### config.mk
export PLATFORM = sky130hd
export DESIGN_NAME = datapath
export DESIGN_NICKNAME = d
export VERILOG_FILES = /design/src/source/cpuTypesPkg.sv /design/src/source/fetchUnit.sv /design/src/source/registerFile.sv /design/src/source/controlDecoder.sv /design/src/source/decodeUnit.sv /design/src/source/executeUnit.sv /design/src/source/memWriteback.sv /design/src/source/datapath.sv
export VERILOG_INCLUDE_DIRS = /design/src /design/src/source
export SDC_FILE = /design/constraint.sdc
export NUM_CORES = 2
export LEC_CHECK = 0
export BUFFER_PORTS_ARGS = -buffer_cell sky130_fd_sc_hd__buf_2
export CAP_MARGIN = 20
export CELL_PAD_IN_SITES_DETAIL_PLACEMENT = 1
export CELL_PAD_IN_SITES_GLOBAL_PLACEMENT = 1
export CORE_MARGIN = 2
export CORE_UTILIZATION = 57
export DETAILED_ROUTE_END_ITERATION = 10
export GPL_ROUTABILITY_DRIVEN = 0
export GPL_TIMING_DRIVEN = 0
export PLACE_DENSITY = 0.95
export SLEW_MARGIN = 20
export SYNTH_ARGS = -nofsm -noshare
export SYNTH_HDL_FRONTEND = slang
export SYNTH_HIERARCHICAL = 1
export SYNTH_SLANG_ARGS = --single-unit
### constraint.sdc
create_clock -name CLK -period 14.8 [get_ports CLK]
set_input_delay 0.74 -clock CLK [delete_from_list [all_inputs] [get_ports CLK]]
set_output_delay 0.74 -clock CLK [all_outputs]
set_load 0.01 [all_outputs]
### src/source/cpu_macros.svh
/*
  core constants: reset PC, HALT encoding,
  register count
*/
`ifndef CPU_MACROS_SVH
`define CPU_MACROS_SVH

`define PC_INIT    32'h0000_0000
`define HALT_INSTR 32'hffff_ffff

// architectural registers
`define NUM_REGS   32

`endif

### src/source/cpuTypesPkg.sv
/*
  core-wide types: data words and register indices,
  opcode and funct encodings, ALU operations, control
  levels and the payload held by each pipeline register
*/
package cpuTypesPkg;

  typedef logic [31:0] word_t;
  typedef logic [4:0]  regBits_t;

  typedef enum logic [5:0] {
    OP_RTYPE = 6'h00,
    OP_J     = 6'h02,
    OP_JAL   = 6'h03,
    OP_BEQ   = 6'h04,
    OP_BNE   = 6'h05,
    OP_ADDIU = 6'h09,
    OP_ORI   = 6'h0d,
    OP_LUI   = 6'h0f,
    OP_LW    = 6'h23,
    OP_SW    = 6'h2b
  } opcode_t;

  typedef enum logic [5:0] {
    FN_SLL  = 6'h00,
    FN_ADDU = 6'h21,
    FN_SUBU = 6'h23,
    FN_AND  = 6'h24,
    FN_OR   = 6'h25,
    FN_SLT  = 6'h2a
  } funct_t;

  typedef enum logic [2:0] {
    ALU_ADD, ALU_SUB, ALU_AND, ALU_OR, ALU_SLT, ALU_SLL, ALU_LUI
  } aluOp_t;

  typedef struct packed {
    logic   regDst, aluSrc, zeroExt, shiftSel, lui, wen;
    logic   dREN, dWEN, branch, bne, jmp, jal;
    aluOp_t aluOp;
  } ctrl_t;

  // stage register payloads
  typedef struct packed {
    word_t instr;
    word_t pcPlus4;
  } ifid_t;

  typedef struct packed {
    ctrl_t    ctrl;
    word_t    instr, pcPlus4, rdat1, rdat2;
    regBits_t dest;
  } idex_t;

  typedef struct packed {
    ctrl_t    ctrl;
    word_t    alu, store, pcPlus4, instr;
    regBits_t dest;
  } exmem_t;

  typedef struct packed {
    ctrl_t    ctrl;
    word_t    alu, load, pcPlus4, instr;
    regBits_t dest;
  } memwb_t;

endpackage

### src/source/fetchUnit.sv
/*
  instruction fetch: program counter, next-PC select
  and the IF/ID register
*/
`timescale 1ns/1ps
`include "cpu_macros.svh"

module fetchUnit import cpuTypesPkg::*; (
  input  logic  CLK,
  input  logic  nRST,
  input  logic  pipeEn,
  input  logic  stall,
  input  logic  redirect,
  input  word_t target,
  input  word_t imemload,
  output word_t imemaddr,
  output word_t ifidInstr,
  output word_t ifidPcPlus4
);
  word_t pc;
  word_t pcPlus4;
  ifid_t ifid;

  assign pcPlus4  = pc + 32'd4;
  assign imemaddr = pc;

  always_ff @(posedge CLK or negedge nRST) begin
    if (!nRST) begin
      pc   <= `PC_INIT;
      ifid <= '0;
    end
    else if (pipeEn) begin
      if (redirect) begin
        pc   <= target;
        ifid <= '0;  // squash wrong-path fetch
      end
      else if (!stall) begin
        pc   <= pcPlus4;
        ifid <= '{instr: imemload, pcPlus4: pcPlus4};
      end
      // stalled: hold pc and IF/ID
    end
  end

  assign ifidInstr   = ifid.instr;
  assign ifidPcPlus4 = ifid.pcPlus4;

  // branch and jump targets keep the pc word aligned
  assert property (@(posedge CLK) disable iff (!nRST) pc[1:0] == 2'b00);

endmodule

### src/source/registerFile.sv
/*
  integer register file, two read ports and one write
  port, write-through on read, register zero fixed at 0
*/
`timescale 1ns/1ps
`include "cpu_macros.svh"

module registerFile import cpuTypesPkg::*; (
  input  logic     CLK,
  input  logic     nRST,
  input  logic     wen,
  input  regBits_t wsel,
  input  word_t    wdat,
  input  regBits_t rsel1,
  input  regBits_t rsel2,
  output word_t    rdat1,
  output word_t    rdat2
);
  word_t regs [`NUM_REGS];

  always_ff @(posedge CLK or negedge nRST) begin
    if (!nRST)
      regs <= '{default: '0};
    else if (wen && wsel != '0)
      regs[wsel] <= wdat;
  end

  // same-cycle write seen by decode
  assign rdat1 = (rsel1 == '0) ? '0 :
                 (wen && wsel == rsel1) ? wdat : regs[rsel1];
  assign rdat2 = (rsel2 == '0) ? '0 :
                 (wen && wsel == rsel2) ? wdat : regs[rsel2];

endmodule

### src/source/controlDecoder.sv
/*
  main control: opcode and funct to control levels
*/
`timescale 1ns/1ps

module controlDecoder import cpuTypesPkg::*; (
  input  word_t instr,
  output ctrl_t ctrl
);

  always_comb begin
    ctrl = '0;  // unknown encodings fall through as NOP
    case (opcode_t'(instr[31:26]))
      OP_RTYPE: begin
        ctrl.regDst = 1'b1;
        ctrl.wen    = 1'b1;
        case (funct_t'(instr[5:0]))
          FN_ADDU: ctrl.aluOp = ALU_ADD;
          FN_SUBU: ctrl.aluOp = ALU_SUB;
          FN_AND:  ctrl.aluOp = ALU_AND;
          FN_OR:   ctrl.aluOp = ALU_OR;
          FN_SLT:  ctrl.aluOp = ALU_SLT;
          FN_SLL: begin
            ctrl.aluOp    = ALU_SLL;
            ctrl.shiftSel = 1'b1;  // shamt field as operand
          end
          default: ctrl = '0;
        endcase
      end
      OP_ADDIU, OP_LW, OP_SW: begin
        ctrl.aluSrc = 1'b1;
        ctrl.aluOp  = ALU_ADD;
        ctrl.wen    = (opcode_t'(instr[31:26]) != OP_SW);
        ctrl.dREN   = (opcode_t'(instr[31:26]) == OP_LW);
        ctrl.dWEN   = (opcode_t'(instr[31:26]) == OP_SW);
      end
      OP_ORI: begin
        ctrl.aluSrc  = 1'b1;
        ctrl.zeroExt = 1'b1;
        ctrl.aluOp   = ALU_OR;
        ctrl.wen     = 1'b1;
      end
      OP_LUI: begin
        ctrl.aluSrc = 1'b1;
        ctrl.aluOp  = ALU_LUI;
        ctrl.lui    = 1'b1;
        ctrl.wen    = 1'b1;
      end
      OP_BEQ, OP_BNE: begin
        ctrl.branch = 1'b1;
        ctrl.bne    = (opcode_t'(instr[31:26]) == OP_BNE);
      end
      OP_J:    ctrl.jmp = 1'b1;
      OP_JAL: begin
        ctrl.jmp = 1'b1;
        ctrl.jal = 1'b1;
        ctrl.wen = 1'b1;  // link into r31
      end
      default: ctrl = '0;
    endcase
  end

endmodule

### src/source/decodeUnit.sv
/*
  decode stage: register read, destination select,
  load-use hazard detection and the ID/EX register
*/
`timescale 1ns/1ps
`include "cpu_macros.svh"

module decodeUnit import cpuTypesPkg::*; (
  input  logic     CLK,
  input  logic     nRST,
  input  logic     pipeEn,
  input  logic     flush,
  input  word_t    ifidInstr,
  input  word_t    ifidPcPlus4,
  input  logic     wen,
  input  regBits_t wsel,
  input  word_t    wdat,
  output logic     stall,
  output ctrl_t    idexCtrl,
  output word_t    idexInstr,
  output word_t    idexPcPlus4,
  output word_t    idexRdat1,
  output word_t    idexRdat2,
  output regBits_t idexDest
);
  ctrl_t    ctrl;
  regBits_t rs, rt, rd, dest;
  word_t    rdat1, rdat2;
  idex_t    idex;

  assign rs = ifidInstr[25:21];
  assign rt = ifidInstr[20:16];
  assign rd = ifidInstr[15:11];

  controlDecoder ctrlDec_i (.instr(ifidInstr), .ctrl(ctrl));

  registerFile regFile_i (
    .CLK(CLK), .nRST(nRST), .wen(wen), .wsel(wsel), .wdat(wdat),
    .rsel1(rs), .rsel2(rt), .rdat1(rdat1), .rdat2(rdat2)
  );

  // JAL links into the last register
  assign dest = ctrl.jal ? regBits_t'(`NUM_REGS - 1) : (ctrl.regDst ? rd : rt);

  // load in EX whose result is needed here
  assign stall = idex.ctrl.dREN && idex.dest != '0 && (idex.dest == rs || idex.dest == rt);

  always_ff @(posedge CLK or negedge nRST) begin
    if (!nRST)
      idex <= '0;
    else if (pipeEn) begin
      if (flush || stall)
        idex <= '0;  // bubble
      else
        idex <= '{ctrl: ctrl, instr: ifidInstr, pcPlus4: ifidPcPlus4,
                   rdat1: rdat1, rdat2: rdat2, dest: dest};
    end
  end

  assign idexCtrl    = idex.ctrl;
  assign idexInstr   = idex.instr;
  assign idexPcPlus4 = idex.pcPlus4;
  assign idexRdat1   = idex.rdat1;
  assign idexRdat2   = idex.rdat2;
  assign idexDest    = idex.dest;

  // a redirecting instruction in EX is never a load
  assert property (@(posedge CLK) disable iff (!nRST) pipeEn |-> !(stall && flush));

endmodule

### src/source/executeUnit.sv
/*
  execute stage: operand forwarding, immediate extend,
  ALU, branch and jump resolution, EX/MEM register
*/
`timescale 1ns/1ps

module executeUnit import cpuTypesPkg::*; (
  input  logic     CLK,
  input  logic     nRST,
  input  logic     pipeEn,
  input  logic     dhit,
  input  ctrl_t    idexCtrl,
  input  word_t    idexInstr,
  input  word_t    idexPcPlus4,
  input  word_t    idexRdat1,
  input  word_t    idexRdat2,
  input  regBits_t idexDest,
  input  logic     memwbWen,
  input  regBits_t memwbDest,
  input  word_t    memwbValue,
  output logic     redirect,
  output word_t    target,
  output ctrl_t    exmemCtrl,
  output word_t    exmemAlu,
  output word_t    exmemStore,
  output word_t    exmemPcPlus4,
  output word_t    exmemInstr,
  output regBits_t exmemDest
);
  exmem_t   exmem;
  regBits_t rs, rt;
  word_t    exmemValue, fwdA, fwdB, imm, opA, opB, aluOut;
  logic     taken;

  assign rs = idexInstr[25:21];
  assign rt = idexInstr[20:16];

  // result EX/MEM will write, link value for JAL
  assign exmemValue = exmem.ctrl.jal ? exmem.pcPlus4 : exmem.alu;

  always_comb begin
    fwdA = idexRdat1;
    fwdB = idexRdat2;
    if (exmem.ctrl.wen && exmem.dest != '0 && exmem.dest == rs)
      fwdA = exmemValue;  // newest first
    else if (memwbWen && memwbDest != '0 && memwbDest == rs)
      fwdA = memwbValue;
    if (exmem.ctrl.wen && exmem.dest != '0 && exmem.dest == rt)
      fwdB = exmemValue;
    else if (memwbWen && memwbDest != '0 && memwbDest == rt)
      fwdB = memwbValue;
  end

  assign imm = idexCtrl.zeroExt ? {16'h0, idexInstr[15:0]}
                                : {{16{idexInstr[15]}}, idexInstr[15:0]};

  // SLL shifts rt by shamt
  assign opA = idexCtrl.shiftSel ? fwdB : fwdA;
  assign opB = idexCtrl.shiftSel ? {27'd0, idexInstr[10:6]} : (idexCtrl.aluSrc ? imm : fwdB);

  always_comb begin
    case (idexCtrl.aluOp)
      ALU_ADD: aluOut = opA + opB;
      ALU_SUB: aluOut = opA - opB;
      ALU_AND: aluOut = opA & opB;
      ALU_OR:  aluOut = opA | opB;
      ALU_SLT: aluOut = {31'd0, $signed(opA) < $signed(opB)};
      ALU_SLL: aluOut = opA << opB[4:0];
      ALU_LUI: aluOut = {opB[15:0], 16'h0};
      default: aluOut = '0;
    endcase
  end

  assign taken    = idexCtrl.branch && ((fwdA == fwdB) != idexCtrl.bne);
  assign redirect = idexCtrl.jmp || taken;
  assign target   = idexCtrl.jmp ? {idexPcPlus4[31:28], idexInstr[25:0], 2'b00}
                                 : idexPcPlus4 + {imm[29:0], 2'b00};

  always_ff @(posedge CLK or negedge nRST) begin
    if (!nRST)
      exmem <= '0;
    else if (pipeEn)
      exmem <= '{ctrl: idexCtrl, alu: aluOut, store: fwdB, pcPlus4: idexPcPlus4,
                 instr: idexInstr, dest: idexDest};
    else if (dhit)
      exmem <= '0;  // data access done, free the stage
  end

  assign exmemCtrl    = exmem.ctrl;
  assign exmemAlu     = exmem.alu;
  assign exmemStore   = exmem.store;
  assign exmemPcPlus4 = exmem.pcPlus4;
  assign exmemInstr   = exmem.instr;
  assign exmemDest    = exmem.dest;

  // one data request kind at a time
  assert property (@(posedge CLK) disable iff (!nRST) !(exmem.ctrl.dREN && exmem.ctrl.dWEN));

endmodule

### src/source/memWriteback.sv
/*
  memory and writeback: data request levels, MEM/WB
  register, writeback select, halt flag
*/
`timescale 1ns/1ps
`include "cpu_macros.svh"

module memWriteback import cpuTypesPkg::*; (
  input  logic     CLK,
  input  logic     nRST,
  input  logic     pipeEn,
  input  logic     dhit,
  input  ctrl_t    exmemCtrl,
  input  word_t    exmemAlu,
  input  word_t    exmemStore,
  input  word_t    exmemPcPlus4,
  input  word_t    exmemInstr,
  input  regBits_t exmemDest,
  input  word_t    dmemload,
  output logic     dmemREN,
  output logic     dmemWEN,
  output word_t    dmemaddr,
  output word_t    dmemstore,
  output logic     wen,
  output regBits_t wsel,
  output word_t    wdat,
  output logic     halt
);
  memwb_t memwb;

  // request levels held until dhit
  assign dmemREN   = exmemCtrl.dREN;
  assign dmemWEN   = exmemCtrl.dWEN;
  assign dmemaddr  = exmemAlu;
  assign dmemstore = exmemStore;

  always_ff @(posedge CLK or negedge nRST) begin
    if (!nRST)
      memwb <= '0;
    else if (pipeEn || dhit)
      memwb <= '{ctrl: exmemCtrl, alu: exmemAlu, load: dmemload, pcPlus4: exmemPcPlus4,
                 instr: exmemInstr, dest: exmemDest};
  end

  assign wen  = memwb.ctrl.wen;
  assign wsel = memwb.dest;
  assign wdat = memwb.ctrl.lui  ? {memwb.instr[15:0], 16'h0} :
                memwb.ctrl.jal  ? memwb.pcPlus4 :
                memwb.ctrl.dREN ? memwb.load : memwb.alu;

  always_ff @(posedge CLK or negedge nRST) begin
    if (!nRST)
      halt <= 1'b0;
    else if (memwb.instr == `HALT_INSTR)
      halt <= 1'b1;  // sticky until reset
  end

  // pending request stays put until memory answers
  assert property (@(posedge CLK) disable iff (!nRST)
    (dmemREN || dmemWEN) && !dhit |=> (dmemREN || dmemWEN) && $stable(dmemaddr));

endmodule

### src/source/datapath.sv
/*
  pipeline top: fetch, decode, execute, memory and
  writeback stages wired to the memory ports
*/
`timescale 1ns/1ps

module datapath import cpuTypesPkg::*; (
  input  logic  CLK,
  input  logic  nRST,
  output word_t imemaddr,
  output logic  imemREN,
  input  word_t imemload,
  input  logic  ihit,
  output logic  dmemREN,
  output logic  dmemWEN,
  output word_t dmemaddr,
  output word_t dmemstore,
  input  word_t dmemload,
  input  logic  dhit,
  output logic  halt
);
  logic     pipeEn, stall, redirect, wen;
  word_t    target, ifidInstr, ifidPcPlus4, wdat;
  ctrl_t    idexCtrl, exmemCtrl;
  word_t    idexInstr, idexPcPlus4, idexRdat1, idexRdat2;
  word_t    exmemAlu, exmemStore, exmemPcPlus4, exmemInstr;
  regBits_t idexDest, exmemDest, wsel;

  assign imemREN = 1'b1;
  // freeze everything while a data access is outstanding
  assign pipeEn  = ihit && !exmemCtrl.dREN && !exmemCtrl.dWEN;

  fetchUnit fetch_i (.*);

  decodeUnit decode_i (.*, .flush(redirect));

  executeUnit execute_i (.*, .memwbWen(wen), .memwbDest(wsel), .memwbValue(wdat));

  memWriteback memWb_i (.*);

endmodule

==> results by group, run 1 <==
Run status
  • Status: did not finish
  • Failing step: 5_1_grt
  • Stop err: [ERROR GRT-0116] Global routing finished with congestion. Check the congestion regions in the DRC Viewer.

Die
  • IO Pins: 168
  • Initial core utilization: 57.3%
  • Die Y: 403 um
  • Cell Rows: 146
  • Die span in x: 403 um

Yosys
  • Syn_nets: 7,988
  • Synthesized area: 0.0908 sq mm
  • Post-Syn Area per Cell: 11.7 sq um
  • Cells after Synth: 7,782
  • Ys Warns: 6

Clock tree
  • CTS buffer count: 167
  • Clock tree buffer depth: 3
  • Setup Buffers After CTS: 0
  • H-Tree Depth: 4
  • CTS root buffer: clkbuf_16

Global route
  • Largest net degree at the start of global routing: 139
  • First-pass GRT wire length: 772 mm
  • Vias in the first global route: 98,800
  • Remaining global-route overflow: 16
  • GRT Total Usage: 66.4%

Placement
  • Post-DP HPWL: 324 mm
  • Dpl cell area: 0.0947 sq mm
  • IO buf count: 166
timing repair:
item	4_1_cts
gates resized for setup	0
hold buffers	1
endpoints found under the hold margin	112
per-stage QoR:
step           setup WS (ns)  utilization [%]  hold slack [ns]  cells
2_1_floorplan           9.54                -            0.441   7782
3_3_place_gp          -20.17             59.5            0.453  10000
3_5_place_dp            7.13             59.8            0.474  10000
4_1_cts                 6.95             63.3           0.0877  10300
routing by layer:
metal | GRT usage, % | overflow
met4 | 66.6 | 8
met3 | 52.0 | 0
met5 | 28.2 | 0
met1 | 65.2 | 0
met2 | 82.5 | 8
==> inputs of run 2 (changes only) <==
--- a/config.mk
+++ b/config.mk
@@ -8,14 +8,12 @@
 export LEC_CHECK = 0
 export BUFFER_PORTS_ARGS = -buffer_cell sky130_fd_sc_hd__buf_2
 export CAP_MARGIN = 20
-export CELL_PAD_IN_SITES_DETAIL_PLACEMENT = 1
-export CELL_PAD_IN_SITES_GLOBAL_PLACEMENT = 1
 export CORE_MARGIN = 2
-export CORE_UTILIZATION = 57
+export CORE_UTILIZATION = 40
 export DETAILED_ROUTE_END_ITERATION = 10
 export GPL_ROUTABILITY_DRIVEN = 0
 export GPL_TIMING_DRIVEN = 0
-export PLACE_DENSITY = 0.95
+export PLACE_DENSITY_LB_ADDON = 0.15
 export SLEW_MARGIN = 20
 export SYNTH_ARGS = -nofsm -noshare
 export SYNTH_HDL_FRONTEND = slang
==> run 2 against run 1 <==
  * The run now ends clean
  * Synthesized cell count did not move
  * Area after synthesis did not move
==> results by group, run 2 <==
Run status
  • Status: completed

Clock tree
  • CTS buffer count: 174
  • H-Tree Depth: 4
  • CTS sink count: 1,543
  • CTS tree: done
  • Clock Latency Late Sink: 0.87 ns
  • CTS root buffer: clkbuf_16
  • Clock tree buffer depth: 3
  • Setup Buffers After CTS: 0
  • Worst-path clk slew: 0.06 ns

Timing
  • Setup TNS: 0 ns
  • Worst-margin pin slew: 1.34 ns
  • Rel. slew slack: 10.6%
  • Final setup viols: 0
  • Layout Skew: 0.0672 ns
  • Final period utilization: 53.1%
  • Fmax: 0.127 GHz
  • Min Tclk post-route: 7.86 ns
  • Max Slew Vio Count: 0
  • Final Hold Fails: 0
  • RSZ-0062 raised after global routing: false

Cells and area
  • Area Overhead vs Synth: 12.6%
  • Share of cells above drive strength 1: 30.9%
  • Commonest non-fill, non-tap cell in the layout: dfrtp_1
  • Layout Nets: 8,364
  • Top Registers: decode_i/regFile_i/regs x1024, memWb_i/memwb x131
  • Final instance area: 0.102 sq mm
  • Commonest non-fill, non-tap cells in the layout: dfrtp_1 (1,543), mux2_2 (1,211), nand2_1 (599)
  • Max FFs per register: 1,024
  • Reg with most FFs: decode_i/regFile_i/regs
  • Core Util, Final: 45.4%
  • Final non-filler cell total: 11,300

Setup path
  • Buf/Inv on CP: 5
  • Arr. time, crit path: 8.53 ns
  • CP Capture Type: flip-flop
  • Delay-heaviest family, CP: compound AO/OA/AOI/OAI gates
  • Crit Path Category: flip-flop to flip-flop
  • Req. time, crit path: 15.47 ns
  • Most frequent cell on the critical path: nand2_1
  • Worst flop-to-flop path startpoint: memWb_i/memwb[141]
  • CP max-delay cell: nor2_1
  • CP Launch Type: flip-flop
  • Worst setup startpoint: memWb_i/memwb[141]
  • Crit path max fanout: 10
  • Max stage delay on crit path: 0.83 ns

Global route
  • Initial antenna violation count: 5
  • GRT Total Usage: 34.3%
  • Vias in the first global route: 71,900
  • First-pass GRT wire length: 561 mm
  • GR Util met1: 44.4%
  • GRT Max-Usage Layer: met2
  • Global Route met3 Usage: 9.84%
  • Largest net degree at the start of global routing: 139
  • GRT met2 Usage: 50.6%
  • Remaining global-route overflow: 0

Die
  • IO Pins: 168
  • Initial core utilization: 40.3%
  • Core Area: 0.225 sq mm
  • Die Y: 481 um
  • Cell Rows: 174
  • Die area: 0.231 sq mm
  • Die span in x: 481 um

Hold path
  • Hold Path Origin: imemload[4]
  • Hold Crit Class: input port to flip-flop

Yosys
  • Cells after Synth: 7,782
  • Synthesized area: 0.0908 sq mm
  • Ys Warns: 6
  • Syn_nets: 7,988
  • Post-Syn Area per Cell: 11.7 sq um

Placement
  • Post-DP HPWL: 304 mm
  • IO buf count: 166
  • Placed insts: 11,000
  • Dpl cell area: 0.0962 sq mm

Power
  • Worst VDD drop: 115 uV
  • Pwr/cell area: 196 mW/mm^2
  • Leakage: 45.1 nW

Run
  • Max Cap Viol: 0

Detailed routing
  • DR pass1 iterations: 9
  • Antenna Nets Post-Route: 0
  • DRC viols: 0
  • Vias: 74,500
  • Avg Vias per Cell: 6.60
  • Routed wire length: 404 mm
  • Routed len/inst: 35.8 um
  • Starting DRT DRC Count: 11,000
==> run 2: metrics by stage <==
| stage | power [mW] | hold WS [ns] | worst slack (ns) |
|---|---|---|---|
| 3_5_place_dp | 15.0 | 0.467 | 7.10 |
| 4_1_cts | 19.6 | 0.0371 | 7.03 |
| 6_report | 20.0 | 0.102 | 6.94 |
| 3_3_place_gp | 14.8 | 0.453 | -21.89 |
| 2_1_floorplan | 11.1 | 0.441 | 9.54 |
| 5_1_grt | 20.6 | 0.0900 | 6.73 |
==> run 2: report_power, final <==
part	switching (mW)	internal, mW	leakage, nW
clock	1.92	2.66	2.98
sequential	1.01	5.00	20.9
combinational	6.27	3.16	21.3
total	9.21	10.8	45.1
==> run 2: worst register-to-register path, cell delays in order, from the launching register on <==
cell       delay [ns]
dfrtp_1          0.37
buf_6            0.14
buf_6            0.15
mux2_2           0.23
mux2i_1          0.16
nor2_1           0.84
nand2_1          0.13
nor4_1           0.54
nand2_1          0.16
a31oi_1          0.76
nand2_1          0.12
nand2_1          0.23
inv_1            0.11
ha_1             0.23
inv_1            0.08
fa_1             0.25
nand2b_1         0.08
a221oi_1         0.43
o31ai_1          0.20
a2111oi_1        0.55
buf_1            0.26
a22o_1           0.29
a21oi_1          0.21
a31oi_1          0.38
xnor2_1          0.11
a22oi_1          0.50
a31oi_1          0.18
==> run 2: cell type report <==
cell class	count	area (sq um)
Fill cell	21000	123000
Multi-Input combinational cell	5299	47700
Sequential cell	1543	38600
Clock buffer	259	5290
Buffer	818	4230
Tap cell	2992	3740
Timing Repair Buffer	200	1440
Clock inverter	59	751
Inverter	122	458
Antenna cell	8	20.0
==> run 2: what timing repair did <==
| action | 4_1_cts | 5_1_grt |
|---|---|---|
| hold endpoints to repair | 8 | 0 |
| hold buffers | 1 | 0 |
| resized for setup | 0 | 0 |
==> run 2: final timing paths <==
check                                                 to  slack [ns]  cells past startpoint
setup / recovery                  execute_i/exmemAlu[28]        6.94                     26
hold / removal                      fetch_i/ifidInstr[4]        0.10                      2
setup reg to reg                  execute_i/exmemAlu[28]        6.94                     26
hold reg to reg            decode_i/regFile_i/regs[1016]        0.48                      1
max in group asynchronous   decode_i/regFile_i/regs[826]       10.70                      8
min in group asynchronous   decode_i/regFile_i/regs[101]        0.32                      2
==> run 2: metal layers <==
metal  share of wire, %  vias up
met5             0.0062        -
met4                7.5        4
met3                 11     1229
met2                 43     4771
met1                 39    38400
li1                   -    30100
Note: power is estimated with default switching activity, not from simulation.
